### config.mk
export PLATFORM = sky130hd
export DESIGN_NAME = rammodel_simple
export DESIGN_NICKNAME = d
export VERILOG_FILES = /design/src/logic/rammodel_pkg.sv /design/src/logic/rammodel_simple.sv /design/src/logic/rammodel_timing.sv /design/src/logic/rammodel_txn_gate.sv /design/src/logic/rv_fork.sv
export VERILOG_INCLUDE_DIRS = /design/src /design/src/include
export SDC_FILE = /design/constraint.sdc
export NUM_CORES = 1
export LEC_CHECK = 0
export ABC_CLOCK_PERIOD_IN_PS = 3450
export BUFFER_PORTS_ARGS = -buffer_cell sky130_fd_sc_hd__clkbuf_2
export CAP_MARGIN = 5
export CORE_AREA = 4 4 92 94
export CTS_CLUSTER_SIZE = 20
export DETAILED_ROUTE_END_ITERATION = 6
export DIE_AREA = 0 0 96 98
export PLACE_DENSITY = 0.73
export SYNTH_ARGS = -nofsm -noshare
export SYNTH_HDL_FRONTEND = slang
export SYNTH_SLANG_ARGS = --single-unit
### constraint.sdc
create_clock -name clk -period 3.45 [get_ports clk]
set_input_delay 0.1725 -clock clk [delete_from_list [all_inputs] [get_ports clk]]
set_output_delay 0.1725 -clock clk [all_outputs]
set_load 0.01 [all_outputs]
### src/include/rammodel_defines.svh
`ifndef RAMMODEL_DEFINES_SVH
`define RAMMODEL_DEFINES_SVH

// Channel widths
`define RAM_ADDR_WIDTH     8
`define RAM_DATA_WIDTH     32
`define RAM_ID_WIDTH       4
`define RAM_LEN_WIDTH      4      // Beats minus one

// Latencies seen by the DUT
`define RAM_READ_LATENCY   6      // AR accept to first R due
`define RAM_WRITE_LATENCY  4      // Last W accept to B due

// Backing store depth in words
`define RAM_WORDS          256

`endif

### src/logic/rammodel_pkg.sv
`default_nettype none

`include "rammodel_defines.svh"

package rammodel_pkg;

    typedef struct packed {
        logic [`RAM_ID_WIDTH-1:0]   id;
        logic [`RAM_ADDR_WIDTH-1:0] addr;     // Word address
        logic [`RAM_LEN_WIDTH-1:0]  len;
    } ax_t;

    typedef struct packed {
        logic [`RAM_DATA_WIDTH-1:0] data;
        logic                       last;
    } w_t;

    typedef struct packed {
        logic [`RAM_ID_WIDTH-1:0]   id;
        logic [`RAM_DATA_WIDTH-1:0] data;
        logic                       last;
    } r_t;

    typedef struct packed {
        logic [`RAM_ID_WIDTH-1:0]   id;
    } b_t;

    typedef enum logic [1:0] {UP, DRAIN, DOWN} gate_state_t;

endpackage

`default_nettype wire

### src/logic/rammodel_simple.sv
`timescale 1ns/1ns
`default_nettype none

module rammodel_simple import rammodel_pkg::*; (
    input  logic clk,
    input  logic rst,
    input  logic ar_valid,
    output logic ar_ready,
    input  ax_t  ar_payload,
    input  logic aw_valid,
    output logic aw_ready,
    input  ax_t  aw_payload,
    input  logic w_valid,
    output logic w_ready,
    input  w_t   w_payload,
    output logic r_valid,
    input  logic r_ready,
    output r_t   r_payload,
    output logic b_valid,
    input  logic b_ready,
    output b_t   b_payload,
    input  logic pause,
    input  logic up_req,
    input  logic down_req,
    output logic up,
    output logic down,
    output logic dut_stall,
    output logic mem_ar_valid,
    input  logic mem_ar_ready,
    output ax_t  mem_ar_payload,
    output logic mem_aw_valid,
    input  logic mem_aw_ready,
    output ax_t  mem_aw_payload,
    output logic mem_w_valid,
    input  logic mem_w_ready,
    output w_t   mem_w_payload,
    input  logic mem_r_valid,
    output logic mem_r_ready,
    input  r_t   mem_r_payload,
    input  logic mem_b_valid,
    output logic mem_b_ready,
    input  b_t   mem_b_payload
);
    logic tim_ar_valid;
    logic tim_ar_ready;
    ax_t  tim_ar_payload;
    logic tim_aw_valid;
    logic tim_aw_ready;
    logic tim_w_valid;
    logic tim_w_ready;
    w_t   tim_w_payload;
    logic tim_r_valid;
    logic tim_b_valid;
    logic dat_ar_valid;
    logic dat_ar_ready;
    ax_t  dat_ar_payload;
    logic dat_aw_valid;
    logic dat_aw_ready;
    ax_t  dat_aw_payload;
    logic dat_w_valid;
    logic dat_w_ready;
    w_t   dat_w_payload;
    logic dat_r_valid;
    logic dat_r_ready;
    logic dat_b_valid;
    logic dat_b_ready;

    rv_fork #(.payload_t(ax_t)) u_fork_ar (
        .clk        (clk),
        .rst        (rst),
        .s_valid    (ar_valid),
        .s_ready    (ar_ready),
        .s_payload  (ar_payload),
        .m1_valid   (tim_ar_valid),
        .m1_ready   (tim_ar_ready),
        .m1_payload (tim_ar_payload),
        .m2_valid   (dat_ar_valid),
        .m2_ready   (dat_ar_ready),
        .m2_payload (dat_ar_payload)
    );

    rv_fork #(.payload_t(ax_t)) u_fork_aw (
        .clk        (clk),
        .rst        (rst),
        .s_valid    (aw_valid),
        .s_ready    (aw_ready),
        .s_payload  (aw_payload),
        .m1_valid   (tim_aw_valid),
        .m1_ready   (tim_aw_ready),
        .m1_payload (),             // Timing needs only the handshake
        .m2_valid   (dat_aw_valid),
        .m2_ready   (dat_aw_ready),
        .m2_payload (dat_aw_payload)
    );

    rv_fork #(.payload_t(w_t)) u_fork_w (
        .clk        (clk),
        .rst        (rst),
        .s_valid    (w_valid),
        .s_ready    (w_ready),
        .s_payload  (w_payload),
        .m1_valid   (tim_w_valid),
        .m1_ready   (tim_w_ready),
        .m1_payload (tim_w_payload),
        .m2_valid   (dat_w_valid),
        .m2_ready   (dat_w_ready),
        .m2_payload (dat_w_payload)
    );

    rammodel_timing u_timing (
        .clk      (clk),
        .rst      (rst),
        .ar_valid (tim_ar_valid),
        .ar_ready (tim_ar_ready),
        .ar_len   (tim_ar_payload.len),
        .r_valid  (tim_r_valid),
        .r_ready  (r_ready),
        .aw_valid (tim_aw_valid),
        .aw_ready (tim_aw_ready),
        .w_valid  (tim_w_valid),
        .w_ready  (tim_w_ready),
        .w_last   (tim_w_payload.last),
        .b_valid  (tim_b_valid),
        .b_ready  (b_ready),
        .stall    (dut_stall)
    );

    // Response due but data still missing stops the emulated clock
    assign dut_stall = pause
                    || (tim_r_valid && !dat_r_valid)
                    || (tim_b_valid && !dat_b_valid);

    assign r_valid     = tim_r_valid && !dut_stall;
    assign dat_r_ready = tim_r_valid && r_ready && !dut_stall;
    assign b_valid     = tim_b_valid && !dut_stall;
    assign dat_b_ready = tim_b_valid && b_ready && !dut_stall;

    rammodel_txn_gate u_gate (
        .clk          (clk),
        .rst          (rst),
        .s_ar_valid   (dat_ar_valid),
        .s_ar_ready   (dat_ar_ready),
        .s_ar_payload (dat_ar_payload),
        .s_aw_valid   (dat_aw_valid),
        .s_aw_ready   (dat_aw_ready),
        .s_aw_payload (dat_aw_payload),
        .s_w_valid    (dat_w_valid),
        .s_w_ready    (dat_w_ready),
        .s_w_payload  (dat_w_payload),
        .s_r_valid    (dat_r_valid),
        .s_r_ready    (dat_r_ready),
        .s_r_payload  (r_payload),    // Content from data side
        .s_b_valid    (dat_b_valid),
        .s_b_ready    (dat_b_ready),
        .s_b_payload  (b_payload),
        .m_ar_valid   (mem_ar_valid),
        .m_ar_ready   (mem_ar_ready),
        .m_ar_payload (mem_ar_payload),
        .m_aw_valid   (mem_aw_valid),
        .m_aw_ready   (mem_aw_ready),
        .m_aw_payload (mem_aw_payload),
        .m_w_valid    (mem_w_valid),
        .m_w_ready    (mem_w_ready),
        .m_w_payload  (mem_w_payload),
        .m_r_valid    (mem_r_valid),
        .m_r_ready    (mem_r_ready),
        .m_r_payload  (mem_r_payload),
        .m_b_valid    (mem_b_valid),
        .m_b_ready    (mem_b_ready),
        .m_b_payload  (mem_b_payload),
        .up_req       (up_req),
        .down_req     (down_req),
        .up           (up),
        .down         (down)
    );

    // A due response waits for the DUT and is never dropped
    assert property (@(posedge clk) disable iff (rst)
        tim_r_valid && !(r_valid && r_ready) |=> tim_r_valid)
        else $error("rammodel_simple: due R beat dropped before handshake");
    assert property (@(posedge clk) disable iff (rst)
        tim_b_valid && !(b_valid && b_ready) |=> tim_b_valid)
        else $error("rammodel_simple: due B dropped before handshake");

endmodule

`default_nettype wire

### src/logic/rammodel_timing.sv
`timescale 1ns/1ns
`default_nettype none

`include "rammodel_defines.svh"

module rammodel_timing (
    input  logic                      clk,
    input  logic                      rst,
    input  logic                      ar_valid,
    output logic                      ar_ready,
    input  logic [`RAM_LEN_WIDTH-1:0] ar_len,
    output logic                      r_valid,
    input  logic                      r_ready,
    input  logic                      aw_valid,
    output logic                      aw_ready,
    input  logic                      w_valid,
    output logic                      w_ready,
    input  logic                      w_last,
    output logic                      b_valid,
    input  logic                      b_ready,
    input  logic                      stall
);
    logic                      r_busy;     // Read outstanding
    logic [3:0]                r_cnt;      // Cycles until first beat due
    logic [`RAM_LEN_WIDTH-1:0] r_beats;    // Beats left after current
    logic                      aw_busy;    // Write outstanding
    logic                      b_wait;     // Last W seen, B pending
    logic [3:0]                b_cnt;

    // Handshakes only count while the emulation clock runs
    assign ar_ready = !r_busy && !stall;
    assign r_valid  = r_busy && (r_cnt == '0);
    assign aw_ready = !aw_busy && !stall;
    assign w_ready  = !b_wait && !stall;
    assign b_valid  = b_wait && (b_cnt == '0);

    always_ff @(posedge clk) begin
        if (rst) begin
            r_busy  <= 1'b0;
            r_cnt   <= '0;
            r_beats <= '0;
        end else if (!stall) begin
            if (ar_valid && ar_ready) begin
                r_busy  <= 1'b1;
                r_cnt   <= 4'(`RAM_READ_LATENCY - 1);
                r_beats <= ar_len;
            end else if (r_valid && r_ready) begin
                if (r_beats == '0) r_busy <= 1'b0;
                else r_beats <= r_beats - 1'b1;    // Next beat due next cycle
            end else if (r_cnt != '0) begin
                r_cnt <= r_cnt - 1'b1;
            end
        end
    end

    always_ff @(posedge clk) begin
        if (rst) begin
            aw_busy <= 1'b0;
            b_wait  <= 1'b0;
            b_cnt   <= '0;
        end else if (!stall) begin
            if (aw_valid && aw_ready) aw_busy <= 1'b1;
            if (w_valid && w_ready && w_last) begin
                b_wait <= 1'b1;
                b_cnt  <= 4'(`RAM_WRITE_LATENCY - 1);
            end else if (b_valid && b_ready) begin
                b_wait  <= 1'b0;
                aw_busy <= 1'b0;
            end else if (b_cnt != '0) begin
                b_cnt <= b_cnt - 1'b1;
            end
        end
    end

endmodule

`default_nettype wire

### src/logic/rammodel_txn_gate.sv
`timescale 1ns/1ns
`default_nettype none

module rammodel_txn_gate import rammodel_pkg::*; (
    input  logic clk,
    input  logic rst,
    input  logic s_ar_valid,
    output logic s_ar_ready,
    input  ax_t  s_ar_payload,
    input  logic s_aw_valid,
    output logic s_aw_ready,
    input  ax_t  s_aw_payload,
    input  logic s_w_valid,
    output logic s_w_ready,
    input  w_t   s_w_payload,
    output logic s_r_valid,
    input  logic s_r_ready,
    output r_t   s_r_payload,
    output logic s_b_valid,
    input  logic s_b_ready,
    output b_t   s_b_payload,
    output logic m_ar_valid,
    input  logic m_ar_ready,
    output ax_t  m_ar_payload,
    output logic m_aw_valid,
    input  logic m_aw_ready,
    output ax_t  m_aw_payload,
    output logic m_w_valid,
    input  logic m_w_ready,
    output w_t   m_w_payload,
    input  logic m_r_valid,
    output logic m_r_ready,
    input  r_t   m_r_payload,
    input  logic m_b_valid,
    output logic m_b_ready,
    input  b_t   m_b_payload,
    input  logic up_req,
    input  logic down_req,
    output logic up,
    output logic down
);
    gate_state_t state;
    logic [2:0]  rd_cnt;    // Read bursts awaiting last R
    logic [2:0]  wr_cnt;    // Write bursts awaiting B
    logic        pass;
    logic        accept;

    assign pass   = (state != DOWN);
    assign accept = (state == UP);    // No new bursts while draining
    assign up     = (state == UP);
    assign down   = (state == DOWN);

    assign m_ar_valid   = s_ar_valid && accept;
    assign s_ar_ready   = m_ar_ready && accept;
    assign m_aw_valid   = s_aw_valid && accept;
    assign s_aw_ready   = m_aw_ready && accept;
    assign m_w_valid    = s_w_valid && pass;
    assign s_w_ready    = m_w_ready && pass;
    assign s_r_valid    = m_r_valid && pass;
    assign m_r_ready    = s_r_ready && pass;
    assign s_b_valid    = m_b_valid && pass;
    assign m_b_ready    = s_b_ready && pass;
    assign m_ar_payload = s_ar_payload;
    assign m_aw_payload = s_aw_payload;
    assign m_w_payload  = s_w_payload;
    assign s_r_payload  = m_r_payload;
    assign s_b_payload  = m_b_payload;

    always_ff @(posedge clk) begin
        if (rst) begin
            state  <= UP;
            rd_cnt <= '0;
            wr_cnt <= '0;
        end else begin
            rd_cnt <= rd_cnt + 3'(m_ar_valid && m_ar_ready)
                    - 3'(m_r_valid && m_r_ready && m_r_payload.last);
            wr_cnt <= wr_cnt + 3'(m_aw_valid && m_aw_ready) - 3'(m_b_valid && m_b_ready);
            case (state)
                UP:      if (down_req && !up_req) state <= DRAIN;
                DRAIN:   if (rd_cnt == '0 && wr_cnt == '0) state <= DOWN;
                DOWN:    if (up_req && !down_req) state <= UP;
                default: state <= UP;
            endcase
        end
    end

    // Drain leaves the store idle before the gate closes
    assert property (@(posedge clk) disable iff (rst) down |-> !m_r_valid && !m_b_valid)
        else $error("rammodel_txn_gate: response pending while down");

endmodule

`default_nettype wire

### src/logic/rv_fork.sv
`timescale 1ns/1ns
`default_nettype none

module rv_fork #(
    parameter type payload_t = logic [7:0]
) (
    input  logic     clk,
    input  logic     rst,
    input  logic     s_valid,
    output logic     s_ready,
    input  payload_t s_payload,
    output logic     m1_valid,
    input  logic     m1_ready,
    output payload_t m1_payload,
    output logic     m2_valid,
    input  logic     m2_ready,
    output payload_t m2_payload
);
    logic taken1;    // Branch already holds this payload
    logic taken2;

    assign m1_valid   = s_valid && !taken1;
    assign m2_valid   = s_valid && !taken2;
    assign m1_payload = s_payload;
    assign m2_payload = s_payload;
    assign s_ready    = (taken1 || m1_ready) && (taken2 || m2_ready);

    always_ff @(posedge clk) begin
        if (rst || (s_valid && s_ready)) begin
            taken1 <= 1'b0;
            taken2 <= 1'b0;
        end else begin
            if (m1_valid && m1_ready) taken1 <= 1'b1;
            if (m2_valid && m2_ready) taken2 <= 1'b1;
        end
    end

    assert property (@(posedge clk) disable iff (rst)
        s_valid && !s_ready |=> $stable(s_payload))
        else $error("rv_fork: payload changed before handshake");

endmodule

`default_nettype wire

==> results.json, run 1 <==
{
  "ys_seq_area_share_pct": 23.7,
  "hold_path_class": "in -> reg",
  "relSlewSlack_pct": 41.7,
  "viasPerCell": 4.89,
  "finalNonFillerCells": 342,
  "synth_area_leaders": "buf_4 (33%), dfxtp_1 (24%), nor2_1 (4.1%)",
  "cts_buffer_depth": 2,
  "clock_latency_ns": 0.28,
  "syn_nets": 434,
  "grt_max_degree": 30,
  "max_stage_delay_ns": 0.37,
  "dieArea_um2": 9410,
  "root_buffer": "clkbuf_8",
  "synth_top_area_share_pct": 32.5,
  "grt_overflow": 0,
  "crit_buf_inv": 3,
  "post_cts.resized_instances": 0,
  "wl_um": 4750,
  "reg2reg_from": "u_timing.r_cnt[0]",
  "synth_edf_count": 0,
  "io_pins": 240,
  "clock_skew_ns": 0.00395,
  "cts_hold_buf": 0,
  "vias": 1673,
  "synth_most_common_cell": "buf_4",
  "tightest_slew_ns": 0.866,
  "reg2regPathDepth": 14,
  "grt_pass1_wl_um": 7440,
  "layout-drive-gt1-share_pct": 23.3,
  "critPathTopFamily": "simple AND/OR/NAND/NOR gates",
  "core_um2": 7650,
  "end_kind": "register",
  "dpl.hpwl_um": 3760,
  "drc": 0,
  "synth_ff_type": "dfxtp_1",
  "drv_cap": 0,
  "final-hold-violation-count": 0,
  "drtIter0Drc": 56,
  "reg2reg_setup_slack_ns": 0.42,
  "synthAdderAreaFrac_pct": 5.73,
  "avgSynthCellArea_um2": 8.08,
  "synth_cell_types": 45,
  "gp_congestion": 0.841,
  "grt_pass1_vias": 1571,
  "endpoint": "u_gate.rd_cnt[2]",
  "status": "complete, no violations",
  "synth_area_um2": 2450,
  "cp.arrival_ns": 3.17,
  "post-route-min-period_ns": 3.03,
  "clkSinkCount": 29,
  "vdd_drop_max_mv": 0.220,
  "tns_ns": 0,
  "cp_cell_sequence": "inv_1, ha_1, nand4bb_4, or3_1, nor3_1, and4_2, ha_1, inv_1, ha_1, inv_1, fa_1, xor2_1, xnor2_1, nor2_1",
  "netlist_top_cells_count": "buf_4 (106), dfxtp_1 (29), nor2_1 (27)",
  "critical_path.startpoint": "u_timing.r_cnt[0]",
  "drt-wirelength-per-cell_um": 13.9,
  "finalSetupViolCount": 0,
  "num-nets-final": 370,
  "synth-xor-area-share_pct": 2.51,
  "post-place-ws_ns": 0.458,
  "synthMuxAreaShare_pct": 0,
  "rr_endpoint": "u_gate.rd_cnt[2]",
  "setup_ws_ns": 0.421,
  "synth_top_family_by_area": "buffers and inverters",
  "numPortBuffers": 39,
  "tritoncts": "done",
  "finish.utilization_pct": 27.0,
  "area_growth_pct": -15.5,
  "critical_path_class": "reg -> reg",
  "die_h_um": 98,
  "fmax_mhz": 330,
  "slew_violations": 0,
  "nFillCells": 814,
  "htreeDepth": 2,
  "start_util_pct": 32.0,
  "synth_seq_cells": 29,
  "path_depth": 14,
  "cts-buffers-inserted": 5,
  "power_density_nw_per_um2": 477,
  "worst-path-max-fanout": 4,
  "grt_usage_pct": 9.99,
  "synth-compound-area-share_pct": 10.4,
  "synthCells": 303,
  "stdcell_area_um2": 2070,
  "die_x_um": 96,
  "synth.largest_area_cell": "buf_4",
  "rsz0062_at_grt": "no",
  "synthArstFlopShare_pct": 0,
  "cts_setup_buffers": 0,
  "placed_cell_area_um2": 1970,
  "holdWs_ns": 0.149,
  "slowest_stage": "fa_1",
  "diodes": 0,
  "rows": 32,
  "antenna_left": 0,
  "grt_antenna_before_repair": 0,
  "post-route-period-util_pct": 87.8,
  "synth_warnings": 0,
  "place_inst": 334,
  "firstDrtPassIters": 4,
  "required_ns": 3.59,
  "synth_simple_gate_area_share_pct": 21.1,
  "power.leakage_nw": 0.854,
  "total_power_mw": 0.987,
  "worstSetupStartpointType": "register",
  "clk_pin_slew_ns": 0.06
}
-- cell usage in the layout, fill, tap and decap left out, drive strengths merged, types with 3 or more instances in the layout --
master	count
nor2	27
a31oi	5
nand2	5
ha	8
inv	20
a21oi	14
nor4	9
nor3	14
nor3b	4
o21ai	5
nor2b	5
clkbuf	46
dfxtp	29
a311oi	3
nand2b	3
xnor2	5
or3	4
o21a	3
-- layer usage --
layer / GRT usage (%) / routed length, um
met3: 3.39 / 444
met4: 6.89 / 213
met5: 0 / 0
met2: 14.2 / 2050
met1: 12.4 / 2040
-- worst register-to-register path, delay by kind of cell (launching register included) --
kind / cells / cell delay (ns)
XOR/XNOR: 2 / 0.32
buffers and inverters: 3 / 0.20
AND/OR/NAND/NOR: 5 / 1.10
flip-flops: 1 / 0.33
adder cells (fa/ha/maj): 4 / 0.95
-- area by class of cell --
type                       instances  area, um2  share of cell area [%]
clock inverter                     1       5.00                   0.242
clock buffer                       7       96.3                    4.66
tap                              102        128                    6.17
inverter                          20       75.1                    3.63
multi-input combinational        142        973                    47.1
timing repair buffer              41        210                    10.2
sequential                        29        581                    28.1
-- logic make-up after synthesis --
group,Yosys count
AOI/OAI and AO/OA,40
xor gates and xnor gates,7
adders and majority gates,10
buffers and inverters,132
DFF,29
and+or+nand+nor,85
-- worst min path at each step --
stage	from	end	slack (ns)	cells past startpoint
floorplan	ar_payload[1]	u_timing.r_beats[1]	0.31	2
global placement	mem_b_payload[2]	b_payload[2]	0.35	0
detailed placement	mem_b_payload[2]	b_payload[2]	0.35	0
CTS	ar_payload[1]	u_timing.r_beats[1]	0.15	3
global route	ar_payload[1]	u_timing.r_beats[1]	0.15	3
finish	ar_payload[1]	u_timing.r_beats[1]	0.15	3
-- where the power goes --
| part | internal, mW | switching, mW | leakage [nW] | total [mW] |
|---|---|---|---|---|
| Sequential | 0.373 | 0.0317 | 0.238 | 0.405 |
| Combinational | 0.124 | 0.150 | 0.563 | 0.274 |
| Clock | 0.180 | 0.128 | 0.0542 | 0.308 |
-- flip-flops by register name, summed over array words and instances, names as in the netlist --
signal / flops
u_gate.rd_cnt: 3
u_fork_ar.taken1: 1
u_timing.b_cnt: 4
u_gate.wr_cnt: 3
u_fork_aw.taken2: 1
u_fork_w.taken1: 1
u_timing.r_beats: 4
u_fork_aw.taken1: 1
u_timing.r_busy: 1
u_fork_w.taken2: 1
u_timing.aw_busy: 1
u_timing.b_wait: 1
u_fork_ar.taken2: 1
u_gate.state: 2
u_timing.r_cnt: 4
Power figures use the tool's default switching activity.
==> inputs of run 2 (changes only) <==
- CORE_AREA: 4 4 92 94 -> not set
- CORE_MARGIN: not set -> 4
- CORE_UTILIZATION: not set -> 43
- DIE_AREA: 0 0 96 98 -> not set
- PLACE_DENSITY: 0.73 -> 0.83
- SYNTH_HIERARCHICAL: not set -> 1
==> run 2 against run 1 <==
  * Maximum frequency shrank 0.82%
  * Via count grew 0.60%
  * Final cell count shrank 0.58%
  * Largest power group unchanged
  * Worst setup slack lost 0.025 ns
  * Clock skew grew 0.0027 ns
  * Power grew 2.9%
  * Global-route usage grew 1.0 points
  * Core utilization grew 4.2 points
  * Sequential share of layout area shrank 0.90 points
  * Combinational power grew 18%
  * Sequential cell count is the same
  * Worst hold slack gained 0.032 ns
  * Critical path type unchanged
==> results.json, run 2 <==
{
  "mostFrequentLayoutCell": "clkbuf_2",
  "power_density_nw_per_um2": 475,
  "layout_common_cells": "clkbuf_2 (39), dfxtp_1 (29), a21oi_1 (17), inv_1 (16), nor2_1 (16)",
  "clock_latency_ns": 0.28,
  "finalSetupViolCount": 0,
  "critical_path_class": "reg -> reg",
  "tritoncts": "done",
  "grt_antenna_before_repair": 0,
  "start_util_pct": 44.7,
  "hold_path_class": "in -> reg",
  "num-nets-final": 375,
  "cts-buffers-inserted": 5,
  "cp.arrival_ns": 3.25,
  "root_buffer": "clkbuf_8",
  "grt_overflow": 0,
  "cts_setup_buffers": 0,
  "dpl.hpwl_um": 3730,
  "gp_congestion": 0.848,
  "viasPerCell": 4.95,
  "slew_violations": 0,
  "post_cts.resized_instances": 0,
  "syn_nets": 505,
  "finalNonFillerCells": 340,
  "firstDrtPassIters": 4,
  "avgSynthCellArea_um2": 8.17,
  "status": "complete, no violations",
  "area_growth_pct": -30.1,
  "top_regs": "u_timing/b_cnt x4, u_timing/r_beats x4, u_timing/r_cnt x4",
  "final-hold-violation-count": 0,
  "core_um2": 6830,
  "vias": 1683,
  "total_power_mw": 1.01,
  "post-route-period-util_pct": 88.5,
  "vdd_drop_max_mv": 0.208,
  "holdWs_ns": 0.181,
  "post-route-min-period_ns": 3.05,
  "antenna_left": 0,
  "grt_max_degree": 31,
  "worst-path-max-fanout": 6,
  "grt_pass1_wl_um": 7490,
  "wl_um": 4670,
  "critical_path.startpoint": "u_timing/b_cnt[0]",
  "tns_ns": 0,
  "die_x_um": 92.3,
  "clk_pin_slew_ns": 0.06,
  "clock_skew_ns": 0.00666,
  "layout-drive-gt1-share_pct": 25.4,
  "cts_hold_buf": 0,
  "die_h_um": 92.3,
  "required_ns": 3.65,
  "power.leakage_nw": 0.906,
  "drv_cap": 0,
  "synth_area_um2": 3060,
  "diodes": 0,
  "clkSinkCount": 29,
  "place_inst": 333,
  "relSlewSlack_pct": 56.4,
  "rsz0062_at_grt": "no",
  "synthCells": 374,
  "grt_pass1_vias": 1667,
  "worstSetupStartpointType": "register",
  "htreeDepth": 2,
  "fmax_mhz": 327,
  "reg2reg_from": "u_timing/b_cnt[0]",
  "synth_warnings": 6,
  "end_kind": "register",
  "grt_usage_pct": 11.0,
  "tightest_slew_ns": 0.654,
  "drc": 0,
  "dieArea_um2": 8520,
  "nFillCells": 744,
  "drt-wirelength-per-cell_um": 13.7,
  "numPortBuffers": 39,
  "worstHoldStart": "ar_payload[3]",
  "drtIter0Drc": 75,
  "io_pins": 240,
  "rows": 30,
  "cts_buffer_depth": 2
}
## run 2: per-stage QoR
stage | setup WS, ns | util, % | area (um2)
after floorplan | 0.636 | - | 3060
after global placement | 0.521 | 30.0 | 2050
after detailed placement | 0.377 | 30.0 | 2050
after CTS | 0.373 | 31.3 | 2140
after global routing | 0.198 | 31.3 | 2140
final | 0.396 | 31.3 | 2140
## run 2: report_power, final
group | total (mW) | switching [mW] | internal (mW) | leakage [nW]
Clock | 0.278 | 0.120 | 0.158 | 0.0443
Sequential | 0.415 | 0.0369 | 0.378 | 0.237
Combinational | 0.322 | 0.170 | 0.152 | 0.624
Total | 1.01 | 0.327 | 0.688 | 0.906
## run 2: path summary, 6_finish.rpt
path / end / slack [ns] / depth (start not counted)
worst max register to register: u_gate/rd_cnt[2] / 0.40 / 16
worst min register to register: u_timing/b_cnt[0] / 0.50 / 1
worst max-delay path: u_gate/rd_cnt[2] / 0.40 / 16
worst min-delay path: u_timing/r_beats[3] / 0.18 / 3
## run 2: critical path: stages (launching register included)
cell,delay [ns]
dfxtp_1,0.36
inv_1,0.06
ha_1,0.21
nor3b_1,0.14
buf_4,0.15
and2_1,0.20
nor2b_4,0.15
nor4b_2,0.26
and3_1,0.19
ha_1,0.22
inv_1,0.06
ha_1,0.14
inv_1,0.05
fa_1,0.37
xor2_1,0.16
and2_1,0.16
nor3_1,0.11
## run 2: metal layers
metal / up-vias / routed length, um / track usage, %
met2: 99 / 2040 / 17.0
met4: 0 / 238 / 8.04
met3: 33 / 536 / 5.77
met5: - / 0 / 0
li1: 797 / - / -
met1: 754 / 1850 / 11.3
## run 2: area by class of cell
| type | instances | area, um2 | share of cell area, % |
|---|---|---|---|
| repair buffers | 43 | 225 | 10.5 |
| multi-input cells | 149 | 1060 | 49.8 |
| well taps | 96 | 120 | 5.62 |
| inverters | 16 | 60.1 | 2.81 |
| clock buffers | 7 | 86.3 | 4.04 |
| flip-flops and latches | 29 | 581 | 27.2 |
